<file path="config.mk">
export PLATFORM = sky130hd
export DESIGN_NAME = frontend
export DESIGN_NICKNAME = d
export VERILOG_FILES = /design/src/verilog/fetch_pkg.sv /design/src/verilog/fetch_ctrl.sv /design/src/verilog/fetch_redirect.sv /design/src/verilog/frontend.sv /design/src/verilog/icache.sv /design/src/verilog/inst_buffer.sv /design/src/verilog/refill_counter.sv
export VERILOG_INCLUDE_DIRS = /design/src /design/src/verilog
export SDC_FILE = /design/constraint.sdc
export NUM_CORES = 2
export LEC_CHECK = 0
export ABC_AREA = 1
export BUFFER_PORTS_ARGS = -buffer_cell sky130_fd_sc_hd__buf_2
export CORE_UTILIZATION = 40
export CTS_BUF_LIST = sky130_fd_sc_hd__clkbuf_4 sky130_fd_sc_hd__clkbuf_8
export DETAILED_ROUTE_END_ITERATION = 10
export HOLD_SLACK_MARGIN = 0.15
export SYNTH_ARGS = -nofsm -noshare
export SYNTH_HDL_FRONTEND = slang
export SYNTH_SLANG_ARGS = --single-unit
</file>
<file path="constraint.sdc">
create_clock -name i_clk -period 9.8 [get_ports i_clk]
set_input_delay 0.98 -clock i_clk [delete_from_list [all_inputs] [get_ports i_clk]]
set_output_delay 0.98 -clock i_clk [all_outputs]
set_load 0.02 [all_outputs]
</file>
<file path="src/verilog/fetch_params.svh">
`ifndef FETCH_PARAMS_SVH
`define FETCH_PARAMS_SVH

// ============================================================
// datapath widths and reset vector
// ============================================================
`define FETCH_XLEN          32
`define FETCH_PC_INIT       32'h0000_1000

// ============================================================
// fetch block, cache geometry and buffer
// ============================================================
`define FETCH_BLOCK_BYTES   8   // two instructions
`define FETCH_LINE_BYTES    16  // four refill beats
`define FETCH_IC_SETS       16
`define FETCH_IBUF_DEPTH    4   // in fetch blocks

`endif

</file>
<file path="src/verilog/fetch_pkg.sv">
`default_nettype none

`include "fetch_params.svh"

package fetch_pkg;

  typedef logic [`FETCH_XLEN-1:0]                  addr_t;
  typedef logic [31:0]                             inst_t;
  typedef logic [`FETCH_BLOCK_BYTES*8-1:0]         block_t;
  typedef logic [`FETCH_BLOCK_BYTES/4-1:0]         slot_mask_t;
  typedef logic [$clog2(`FETCH_LINE_BYTES/4)-1:0]  beat_idx_t;

  // mcause numbering, the last three sit in unused codes
  typedef enum logic [4:0] {
    INST_ADDR_MISALIGN = 5'd0,
    INST_ACC_FAULT     = 5'd1,
    ECALL_U            = 5'd8,
    ECALL_S            = 5'd9,
    ECALL_M            = 5'd11,
    SILENT_FLUSH       = 5'd16,
    MRET               = 5'd17,
    SRET               = 5'd18
  } except_t;

  typedef enum logic [2:0] {
    INIT         = 3'd0,
    ISSUED       = 3'd1,
    WAIT_IC_FILL = 3'd3,
    WAIT_FB_FREE = 3'd4
  } if_state_t;

  typedef struct packed {
    logic    valid;
    logic    except_valid;
    except_t except_type;
    addr_t   epc;
    addr_t   upd_pc;
  } commit_t;

  typedef struct packed {
    addr_t                  mtvec;
    addr_t                  stvec;
    addr_t                  mepc;
    addr_t                  sepc;
    logic [`FETCH_XLEN-1:0] medeleg;
  } csr_t;

  typedef struct packed {
    logic  valid;
    addr_t addr;
  } ic_req_t;

  typedef struct packed {
    logic       valid;
    logic       miss;
    addr_t      addr;   // block aligned
    block_t     data;
    slot_mask_t mask;
  } ic_resp_t;

  typedef struct packed {
    logic  valid;
    addr_t addr;        // line aligned
  } mem_req_t;

  typedef struct packed {
    logic                   valid;
    logic [`FETCH_XLEN-1:0] data;
  } mem_resp_t;

  typedef struct packed {
    logic  valid;
    addr_t pc;
    inst_t inst;
  } disp_t;

endpackage

`default_nettype wire

</file>
<file path="src/verilog/fetch_ctrl.sv">
`default_nettype none

`include "fetch_params.svh"

module fetch_ctrl (
  input  logic                i_clk,
  input  logic                i_reset_n,
  input  logic                i_redirect_valid,
  input  fetch_pkg::addr_t    i_redirect_pc,
  output fetch_pkg::ic_req_t  o_ic_req,
  input  logic                i_ic_ready,
  input  fetch_pkg::ic_resp_t i_ic_resp,
  output logic                o_ibuf_load,
  input  logic                i_ibuf_ready
);

  localparam fetch_pkg::addr_t BLK_MASK = fetch_pkg::addr_t'(`FETCH_BLOCK_BYTES - 1);

  fetch_pkg::if_state_t r_state;
  fetch_pkg::if_state_t w_state_next;
  fetch_pkg::addr_t     r_pc;
  fetch_pkg::addr_t     w_pc_next;
  fetch_pkg::addr_t     w_req_pc;
  fetch_pkg::addr_t     w_req_pc_inc;
  fetch_pkg::addr_t     w_resp_pc;
  logic                 w_req_valid;
  logic                 w_accept;
  logic                 w_resp_hit;
  logic                 w_resp_miss;
  logic                 w_resp_refused;

  assign w_resp_hit     = i_ic_resp.valid & ~i_ic_resp.miss;
  assign w_resp_miss    = i_ic_resp.valid & i_ic_resp.miss;
  assign w_resp_refused = w_resp_hit & ~i_ibuf_ready;

  // lower slot masked off means the block was entered mid way
  assign w_resp_pc = i_ic_resp.addr | (i_ic_resp.mask[0] ? '0 : fetch_pkg::addr_t'(4));

  assign w_req_pc     = i_redirect_valid ? i_redirect_pc : r_pc;
  assign w_req_pc_inc = (w_req_pc & ~BLK_MASK) + fetch_pkg::addr_t'(`FETCH_BLOCK_BYTES);

  always_comb begin
    case (r_state)
      fetch_pkg::ISSUED       : w_req_valid = ~(w_resp_miss | w_resp_refused);
      fetch_pkg::WAIT_IC_FILL : w_req_valid = 1'b1;
      fetch_pkg::WAIT_FB_FREE : w_req_valid = i_ibuf_ready;
      default                 : w_req_valid = 1'b0;
    endcase
    if (i_redirect_valid) begin
      w_req_valid = 1'b1;
    end
  end

  assign w_accept       = w_req_valid & i_ic_ready;
  assign o_ic_req.valid = w_accept;
  assign o_ic_req.addr  = w_req_pc;
  assign o_ibuf_load    = (r_state == fetch_pkg::ISSUED) & w_resp_hit & i_ibuf_ready;

  always_comb begin
    w_state_next = r_state;
    w_pc_next    = r_pc;
    if (i_redirect_valid) begin
      w_state_next = w_accept ? fetch_pkg::ISSUED : fetch_pkg::WAIT_IC_FILL;
      w_pc_next    = w_accept ? w_req_pc_inc : i_redirect_pc;
    end else begin
      case (r_state)
        fetch_pkg::INIT : w_state_next = fetch_pkg::ISSUED;
        fetch_pkg::ISSUED : begin
          if (w_resp_miss) begin
            w_state_next = fetch_pkg::WAIT_IC_FILL;
            w_pc_next    = w_resp_pc;
          end else if (w_resp_refused) begin
            w_state_next = fetch_pkg::WAIT_FB_FREE;
            w_pc_next    = w_resp_pc;   // fetch the refused block again
          end else if (w_accept) begin
            w_pc_next = w_req_pc_inc;
          end
        end
        fetch_pkg::WAIT_IC_FILL,
        fetch_pkg::WAIT_FB_FREE : begin
          if (w_accept) begin
            w_state_next = fetch_pkg::ISSUED;
            w_pc_next    = w_req_pc_inc;
          end
        end
        default : w_state_next = fetch_pkg::INIT;
      endcase
    end
  end

  always_ff @(posedge i_clk, negedge i_reset_n) begin
    if (!i_reset_n) begin
      r_state <= fetch_pkg::INIT;
      r_pc    <= `FETCH_PC_INIT;
    end else begin
      r_state <= w_state_next;
      r_pc    <= w_pc_next;
    end
  end

  a_state_legal : assert property (@(posedge i_clk) disable iff (!i_reset_n)
    !$isunknown(r_state) && r_state inside {fetch_pkg::INIT, fetch_pkg::ISSUED,
                                            fetch_pkg::WAIT_IC_FILL, fetch_pkg::WAIT_FB_FREE});

endmodule

`default_nettype wire

</file>
<file path="src/verilog/fetch_redirect.sv">
`default_nettype none

module fetch_redirect (
  input  fetch_pkg::commit_t i_commit,
  input  fetch_pkg::csr_t    i_csr,
  output logic               o_redirect_valid,
  output fetch_pkg::addr_t   o_redirect_pc
);

  logic w_deleg;

  assign o_redirect_valid = i_commit.valid;
  assign w_deleg          = i_csr.medeleg[i_commit.except_type];

  always_comb begin
    if (i_commit.except_valid) begin
      case (i_commit.except_type)
        fetch_pkg::SILENT_FLUSH : o_redirect_pc = i_commit.epc + fetch_pkg::addr_t'(4);
        fetch_pkg::MRET         : o_redirect_pc = i_csr.mepc;
        fetch_pkg::SRET         : o_redirect_pc = i_csr.sepc;
        fetch_pkg::INST_ADDR_MISALIGN,
        fetch_pkg::INST_ACC_FAULT,
        fetch_pkg::ECALL_U,
        fetch_pkg::ECALL_S,
        fetch_pkg::ECALL_M : begin
          // delegated traps land in supervisor mode
          o_redirect_pc = w_deleg ? i_csr.stvec : i_csr.mtvec;
        end
        default : o_redirect_pc = i_csr.mtvec;
      endcase
    end else begin
      o_redirect_pc = i_commit.upd_pc;  // plain pc update
    end
  end

  // committer only sends the causes this front end knows
  always_comb begin
    if (i_commit.valid && i_commit.except_valid) begin
      a_known_cause : assert (i_commit.except_type inside {
                                fetch_pkg::INST_ADDR_MISALIGN, fetch_pkg::INST_ACC_FAULT,
                                fetch_pkg::ECALL_U, fetch_pkg::ECALL_S, fetch_pkg::ECALL_M,
                                fetch_pkg::SILENT_FLUSH, fetch_pkg::MRET, fetch_pkg::SRET})
        else $error("unsupported commit cause %0d", i_commit.except_type);
    end
  end

endmodule

`default_nettype wire

</file>
<file path="src/verilog/frontend.sv">
`default_nettype none

module frontend (
  input  logic                 i_clk,
  input  logic                 i_reset_n,
  input  fetch_pkg::commit_t   i_commit,
  input  fetch_pkg::csr_t      i_csr,
  output fetch_pkg::mem_req_t  o_mem_req,
  input  fetch_pkg::mem_resp_t i_mem_resp,
  output fetch_pkg::disp_t     o_disp,
  input  logic                 i_disp_ready
);

  logic                 w_redirect_valid;
  fetch_pkg::addr_t     w_redirect_pc;
  fetch_pkg::ic_req_t   w_ic_req;
  logic                 w_ic_ready;
  fetch_pkg::ic_resp_t  w_ic_resp;
  logic                 w_ibuf_load;
  logic                 w_ibuf_ready;
  logic                 w_fill_start;
  logic                 w_fill_done;
  fetch_pkg::beat_idx_t w_beat_idx;

  // ============================================================
  // next pc and fetch control
  // ============================================================
  fetch_redirect u_fetch_redirect (
    .i_commit         (i_commit),
    .i_csr            (i_csr),
    .o_redirect_valid (w_redirect_valid),
    .o_redirect_pc    (w_redirect_pc)
  );

  fetch_ctrl u_fetch_ctrl (
    .i_clk            (i_clk),
    .i_reset_n        (i_reset_n),
    .i_redirect_valid (w_redirect_valid),
    .i_redirect_pc    (w_redirect_pc),
    .o_ic_req         (w_ic_req),
    .i_ic_ready       (w_ic_ready),
    .i_ic_resp        (w_ic_resp),
    .o_ibuf_load      (w_ibuf_load),
    .i_ibuf_ready     (w_ibuf_ready)
  );

  // ============================================================
  // cache and refill
  // ============================================================
  icache u_icache (
    .i_clk        (i_clk),
    .i_reset_n    (i_reset_n),
    .i_flush      (w_redirect_valid),
    .i_req        (w_ic_req),
    .o_ready      (w_ic_ready),
    .o_resp       (w_ic_resp),
    .o_mem_req    (o_mem_req),
    .i_mem_data   (i_mem_resp),
    .o_fill_start (w_fill_start),
    .i_beat_idx   (w_beat_idx),
    .i_fill_done  (w_fill_done)
  );

  refill_counter u_refill_counter (
    .i_clk        (i_clk),
    .i_reset_n    (i_reset_n),
    .i_fill_start (w_fill_start),
    .i_beat_valid (i_mem_resp.valid),
    .o_beat_idx   (w_beat_idx),
    .o_fill_done  (w_fill_done),
    .o_busy       ()              // cache keeps its own fill flag
  );

  // ============================================================
  // dispatch side
  // ============================================================
  inst_buffer u_inst_buffer (
    .i_clk        (i_clk),
    .i_reset_n    (i_reset_n),
    .i_clear      (w_redirect_valid),
    .i_load       (w_ibuf_load),
    .i_block      (w_ic_resp),
    .o_ready      (w_ibuf_ready),
    .o_disp       (o_disp),
    .i_disp_ready (i_disp_ready)
  );

endmodule

`default_nettype wire

</file>
<file path="src/verilog/icache.sv">
`default_nettype none

`include "fetch_params.svh"

module icache (
  input  logic                 i_clk,
  input  logic                 i_reset_n,
  input  logic                 i_flush,
  input  fetch_pkg::ic_req_t   i_req,
  output logic                 o_ready,
  output fetch_pkg::ic_resp_t  o_resp,
  output fetch_pkg::mem_req_t  o_mem_req,
  input  fetch_pkg::mem_resp_t i_mem_data,
  output logic                 o_fill_start,
  input  fetch_pkg::beat_idx_t i_beat_idx,
  input  logic                 i_fill_done
);

  localparam int SETS      = `FETCH_IC_SETS;
  localparam int IDX_W     = $clog2(SETS);
  localparam int LINE_OFF  = $clog2(`FETCH_LINE_BYTES);
  localparam int BLK_OFF   = $clog2(`FETCH_BLOCK_BYTES);
  localparam int TAG_W     = `FETCH_XLEN - LINE_OFF - IDX_W;
  localparam int LINE_BITS = `FETCH_LINE_BYTES * 8;
  localparam int BLK_BITS  = `FETCH_BLOCK_BYTES * 8;
  localparam int SLOTS     = `FETCH_BLOCK_BYTES / 4;

  // ============================================================
  // arrays
  // ============================================================
  logic [SETS-1:0]      r_line_valid;
  logic [TAG_W-1:0]     r_tag  [SETS];
  logic [LINE_BITS-1:0] r_data [SETS];

  logic                 r_lkup_valid;
  fetch_pkg::addr_t     r_lkup_addr;
  logic [IDX_W-1:0]     w_lkup_idx;
  logic [TAG_W-1:0]     w_lkup_tag;
  logic                 w_hit;
  logic                 w_miss;

  logic                 r_fill_busy;
  logic                 r_mem_req;
  fetch_pkg::addr_t     r_fill_addr;
  logic [IDX_W-1:0]     w_fill_idx;

  // ============================================================
  // lookup, one cycle behind the request
  // ============================================================
  assign o_ready = ~r_fill_busy;

  always_ff @(posedge i_clk, negedge i_reset_n) begin
    if (!i_reset_n) begin
      r_lkup_valid <= 1'b0;
    end else begin
      r_lkup_valid <= i_req.valid & o_ready;
    end
  end

  always_ff @(posedge i_clk) begin
    if (i_req.valid && o_ready) begin
      r_lkup_addr <= i_req.addr;
    end
  end

  assign w_lkup_idx = r_lkup_addr[LINE_OFF +: IDX_W];
  assign w_lkup_tag = r_lkup_addr[LINE_OFF+IDX_W +: TAG_W];
  assign w_hit      = r_line_valid[w_lkup_idx] & (r_tag[w_lkup_idx] == w_lkup_tag);
  assign w_miss     = r_lkup_valid & ~w_hit & ~i_flush;

  assign o_resp.valid = r_lkup_valid & ~i_flush;  // redirect kills it
  assign o_resp.miss  = ~w_hit;
  assign o_resp.addr  = r_lkup_addr & ~fetch_pkg::addr_t'(`FETCH_BLOCK_BYTES - 1);
  assign o_resp.data  = r_data[w_lkup_idx][r_lkup_addr[LINE_OFF-1:BLK_OFF]*BLK_BITS +: BLK_BITS];
  assign o_resp.mask  = {SLOTS{1'b1}} << r_lkup_addr[BLK_OFF-1:2];

  // ============================================================
  // refill
  // ============================================================
  assign w_fill_idx      = r_fill_addr[LINE_OFF +: IDX_W];
  assign o_fill_start    = w_miss;
  assign o_mem_req.valid = r_mem_req;
  assign o_mem_req.addr  = r_fill_addr;

  always_ff @(posedge i_clk, negedge i_reset_n) begin
    if (!i_reset_n) begin
      r_fill_busy  <= 1'b0;
      r_mem_req    <= 1'b0;
      r_line_valid <= '0;
    end else begin
      r_mem_req <= w_miss;  // strobe one cycle after the miss
      if (w_miss) begin
        r_fill_busy <= 1'b1;
      end else if (i_fill_done) begin
        r_fill_busy <= 1'b0;
      end
      if (i_fill_done) begin
        r_line_valid[w_fill_idx] <= 1'b1;
      end
    end
  end

  always_ff @(posedge i_clk) begin
    if (w_miss) begin
      r_fill_addr <= r_lkup_addr & ~fetch_pkg::addr_t'(`FETCH_LINE_BYTES - 1);
    end
    if (i_mem_data.valid && r_fill_busy) begin
      r_data[w_fill_idx][i_beat_idx*32 +: 32] <= i_mem_data.data;
    end
    if (i_fill_done) begin
      r_tag[w_fill_idx] <= r_fill_addr[LINE_OFF+IDX_W +: TAG_W];
    end
  end

endmodule

`default_nettype wire

</file>
<file path="src/verilog/inst_buffer.sv">
`default_nettype none

`include "fetch_params.svh"

module inst_buffer (
  input  logic                i_clk,
  input  logic                i_reset_n,
  input  logic                i_clear,
  input  logic                i_load,
  input  fetch_pkg::ic_resp_t i_block,
  output logic                o_ready,
  output fetch_pkg::disp_t    o_disp,
  input  logic                i_disp_ready
);

  localparam int DEPTH  = `FETCH_IBUF_DEPTH;
  localparam int PTR_W  = $clog2(DEPTH);
  localparam int SLOTS  = `FETCH_BLOCK_BYTES / 4;
  localparam int SLOT_W = $clog2(SLOTS);

  fetch_pkg::addr_t      r_addr [DEPTH];
  fetch_pkg::block_t     r_data [DEPTH];
  fetch_pkg::slot_mask_t r_mask [DEPTH];  // slots still to dispatch
  logic [PTR_W-1:0]      r_rptr;
  logic [PTR_W-1:0]      r_wptr;
  logic [PTR_W:0]        r_count;

  fetch_pkg::slot_mask_t w_head_mask;
  fetch_pkg::slot_mask_t w_mask_left;
  logic [SLOT_W-1:0]     w_slot;
  logic                  w_take;
  logic                  w_pop;

  assign w_head_mask = r_mask[r_rptr];

  // lowest pending slot goes first
  always_comb begin
    w_slot = '0;
    for (int i = SLOTS - 1; i >= 0; i--) begin
      if (w_head_mask[i]) begin
        w_slot = SLOT_W'(i);
      end
    end
  end

  assign w_mask_left = w_head_mask & ~(fetch_pkg::slot_mask_t'(1) << w_slot);
  assign w_take      = o_disp.valid & i_disp_ready;
  assign w_pop       = w_take & (w_mask_left == '0);

  assign o_ready     = r_count != (PTR_W+1)'(DEPTH);
  assign o_disp.valid = (r_count != '0) & ~i_clear;
  assign o_disp.pc    = r_addr[r_rptr] + fetch_pkg::addr_t'({w_slot, 2'b00});
  assign o_disp.inst  = r_data[r_rptr][w_slot*32 +: 32];

  always_ff @(posedge i_clk, negedge i_reset_n) begin
    if (!i_reset_n) begin
      r_rptr  <= '0;
      r_wptr  <= '0;
      r_count <= '0;
    end else if (i_clear) begin
      r_rptr  <= '0;
      r_wptr  <= '0;
      r_count <= '0;
    end else begin
      if (i_load) begin
        r_wptr <= r_wptr + 1'b1;
      end
      if (w_pop) begin
        r_rptr <= r_rptr + 1'b1;
      end
      r_count <= r_count + (PTR_W+1)'(i_load) - (PTR_W+1)'(w_pop);
    end
  end

  always_ff @(posedge i_clk) begin
    if (i_load) begin
      r_addr[r_wptr] <= i_block.addr;
      r_data[r_wptr] <= i_block.data;
      r_mask[r_wptr] <= i_block.mask;
    end
    if (w_take && !w_pop) begin
      r_mask[r_rptr] <= w_mask_left;
    end
  end

  // fetch side loads only hit blocks, and only into free room
  a_load_room : assert property (@(posedge i_clk) disable iff (!i_reset_n)
    i_load |-> o_ready && i_block.valid && !i_block.miss);

endmodule

`default_nettype wire

</file>
<file path="src/verilog/refill_counter.sv">
`default_nettype none

module refill_counter (
  input  logic                 i_clk,
  input  logic                 i_reset_n,
  input  logic                 i_fill_start,
  input  logic                 i_beat_valid,
  output fetch_pkg::beat_idx_t o_beat_idx,
  output logic                 o_fill_done,
  output logic                 o_busy
);

  fetch_pkg::beat_idx_t r_idx;
  logic                 r_busy;
  logic                 w_last;

  assign w_last      = r_idx == '1;
  assign o_beat_idx  = r_idx;
  assign o_busy      = r_busy;
  assign o_fill_done = r_busy & i_beat_valid & w_last;

  always_ff @(posedge i_clk, negedge i_reset_n) begin
    if (!i_reset_n) begin
      r_busy <= 1'b0;
      r_idx  <= '0;
    end else if (i_fill_start) begin
      r_busy <= 1'b1;
      r_idx  <= '0;
    end else if (r_busy && i_beat_valid) begin
      r_idx <= r_idx + 1'b1;  // wraps to zero after the last beat
      if (w_last) begin
        r_busy <= 1'b0;
      end
    end
  end

  // cache must not open a second miss before the line is complete
  a_no_start_busy : assert property (@(posedge i_clk) disable iff (!i_reset_n)
    i_fill_start |-> !r_busy);

endmodule

`default_nettype wire
</file>
==> metrics.csv <==
stage;metric;value;unit
global_route;total global-route track usage;0.2396;
synth;ys async rst share;0.02112;
finish;Nets;10570;
outcome;status;complete, but fails checks;
finish;share of cells above drive strength 1;0.1382;
power;worst vdd ir;272.8;uV
detailed_routing;WL/cell;25.69;um
sta;Fmax achieved;147.0;MHz
global_route;antenna violations before repair;16;
synth;Mapped Avg Cell Area;12.08;um^2
detailed_routing;Post-route DRC;0;
cts;TritonCTS Buffers;459;
global_route;GRT overflow;0;
sta;final setup fails;0;
sta;Final TNS setup;0;ps
sta;RSZ-0062 raised after global routing;false;
floorplan;CORE AREA;299800;um^2
floorplan;Die Ht;550.9;um
critical_path;critical path class;reg -> reg;
critical_path;crit end category;register;
synth;Synth cell types;61;
sta;period utilisation layout;0.6941;
floorplan;# rows;201;
power;leakage power;45.83;nW
placement;global placement routability congestion;0.9031;
synth;Mapped Area;120500;um^2
cts;H-tree level count;5;
placement;Port Buf Inserts;346;
detailed_routing;Routed Antenna Nets;0;
floorplan;Die X;550.9;um
cts;clock root cell;clkbuf_8;
detailed_routing;Vias;84040;
cts;clk slew on worst S/H paths;60;ps
synth;Post-Syn Instances;9978;
synth;Seq/Total Area, Yosys;0.7287;
sta;Final min period;6802;ps
placement;placed wire-length estimate;200300;um
synth;Synth Flop Type;edfxtp_1;
critical_path;startpoint types;register;
sta;slew margin rel.;0.002137;
sta;Fin. Hold Viols;0;
detailed_routing;Vias/cell;5.747;
finish;commonest cells after routing, fill and taps aside;edfxtp_1 (2870), nor2_1 (1928), o21ai_0 (1669);
critical_path;Worst Path Max Fanout;205;
synth;Synth Register Bits;2936;
sta;worst hold margin;465.3;ps
cts;CTS tree;done;
hold_path;worst min-delay path class;reg -> reg;
critical_path;data arrival time of the worst path;7560;ps
global_route;vias in the first global route;79210;
floorplan;die area;303500;um^2
cts;worst skew pair latency;1070;ps
finish;area grow syn2layout;12.62;%
floorplan;Initial Utilization;0.4020;
global_route;first-pass GRT wire length;533100;um
sta;Slew Viols, Final;0;
power;PwrDens;282.9;nW/um^2
critical_path;WP data required;10560;ps
sta;Clock Skew;99.79;ps
synth;EDFF count, synth;2870;
detailed_routing;TritonRoute pass-1 iters;8;
outcome;failing checks;max-capacitance violations;
detailed_routing;drt total wl;375700;um
finish;most common cell after layout, fill and taps aside;edfxtp_1;
job;max_cap viols;1;
sta;Worst Tran Pin Value;1481;ps
synth;Syn. warnings;0;
global_route;largest net degree at the start of global routing;208;
detailed_routing;First DRT Iteration DRCs;10360;
cts;Setup Buffers After CTS;0;
cts;Clock Path Buffers;4;
cts;Clock Sinks;2936;
floorplan;I/O pin cnt;365;
cell type report:
class | instances | area [um^2]
multi-input combinational | 6097 | 29780
inverter | 270 | 1052
clock inverter | 210 | 1290
timing repair buffer | 525 | 3278
tap | 3958 | 4952
antenna | 13 | 32.53
sequential | 2936 | 87840
clock buffer | 613 | 7492
fill | 26840 | 164100
power by group:
part	total [mW]	switching, mW	internal [mW]
clock network	10.0	4.74	5.25
registers	15.9	0.502	15.4
logic	12.5	9.47	3.07
cells by family (layout without fill, tap and decap cells):
group,after synthesis,after routing,share of synthesized area
compound gates,2678,2678,0.1232
xor+xnor,13,13,0.0009449
fa+ha+maj,18,18,0.001931
buf+inv,953,1618,0.03209
flops,2936,2936,0.7287
other cells,2,23,0.00006232
simple gates,3378,3378,0.1130
registers in the layout, summed over array words and instances (netlist names), 2 cells and up, named ones only:
| register | count |
|---|---|
| u_fetch_ctrl.r_pc | 30 |
| u_fetch_ctrl.r_state | 3 |
| u_icache.r_data | 2048 |
| u_icache.r_fill_addr | 28 |
| u_icache.r_line_valid | 16 |
| u_icache.r_lkup_addr | 30 |
| u_icache.r_tag | 384 |
| u_inst_buffer.r_addr | 116 |
| u_inst_buffer.r_count | 3 |
| u_inst_buffer.r_data | 256 |
| u_inst_buffer.r_mask | 8 |
| u_inst_buffer.r_rptr | 2 |
| u_inst_buffer.r_wptr | 2 |
| u_refill_counter.o_beat_idx | 2 |
worst paths after layout:
| kind | startpoint | to | slack (ps) | cells after the start |
|---|---|---|---|---|
| setup / recovery | register | u_inst_buffer.r_data[2][39] | 3000 | 10 |
| hold / removal | u_icache.r_line_valid[4] | u_icache.r_line_valid[4] | 470 | 1 |
| setup reg to reg | register | u_inst_buffer.r_data[2][39] | 3000 | 10 |
| hold reg to reg | u_icache.r_line_valid[4] | u_icache.r_line_valid[4] | 470 | 1 |
| max in group asynchronous | i_reset_n | u_inst_buffer.r_rptr[1] | 8360 | 2 |
| min in group asynchronous | i_reset_n | u_icache.r_mem_req | 630 | 2 |
metrics by stage:
stage / cell area (um^2) / std cells / setup WS, ps / power (mW) / utilization
2_1_floorplan: 120500 / 9986 / 3228 / 23.60 / -
3_3_place_gp: 126800 / 13780 / 3409 / 28.05 / 0.4229
3_5_place_dp: 126800 / 13780 / 3417 / 28.38 / 0.4229
4_1_cts: 135600 / 14610 / 3053 / 38.27 / 0.4522
5_1_grt: 135700 / 14610 / 2875 / 40.05 / 0.4526
6_report: 135700 / 14620 / 2998 / 38.40 / 0.4527
Yosys cell counts (all sizes together) (5+ instances only):
master | instances | area share
a211oi | 5 | 0.00031
a21oi | 117 | 0.0050
a31oi | 51 | 0.0026
a32o | 7 | 0.00058
buf | 153 | 0.0072
clkbuf | 530 | 0.017
clkinv | 5 | 0.00016
dfrtp | 61 | 0.013
edfxtp | 2870 | 0.72
ha | 17 | 0.0018
inv | 265 | 0.0083
nand2 | 881 | 0.028
nand3 | 281 | 0.012
nand3b | 19 | 0.0012
nand4 | 42 | 0.0022
nor2 | 2030 | 0.064
nor3 | 86 | 0.0036
o211ai | 49 | 0.0031
o21ai | 1703 | 0.071
o221ai | 74 | 0.0054
o22ai | 632 | 0.033
o31ai | 13 | 0.00081
or2 | 33 | 0.0017
xor2 | 9 | 0.00065
worst max-delay path: stages, from the launching register on:
cell and delay [ps]:
dfxtp_4 550, inv_8 860, buf_12 590, buf_4 920, buf_4 880, o21ai_0 190, o22ai_1 160, o21ai_0 110
o21ai_0 1160, nand2_1 180, o21ai_0 270
layer usage:
metal / up-vias / share of wire / wire (um) / GRT usage
met2: 4408 / 0.45 / 169700 / 0.3749
li1: 37120 / - / - / -
met1: 41790 / 0.40 / 151800 / 0.3245
met5: - / 0.00015 / 57 / 0
met3: 717 / 0.10 / 38790 / 0.05033
met4: 10 / 0.041 / 15390 / 0.1012
what timing repair did:
action	in CTS	in global routing
hold endpoints to repair	61	0
hold buffers	1	0
resized for setup	0	0
Note: power is estimated with default switching activity, not from simulation.
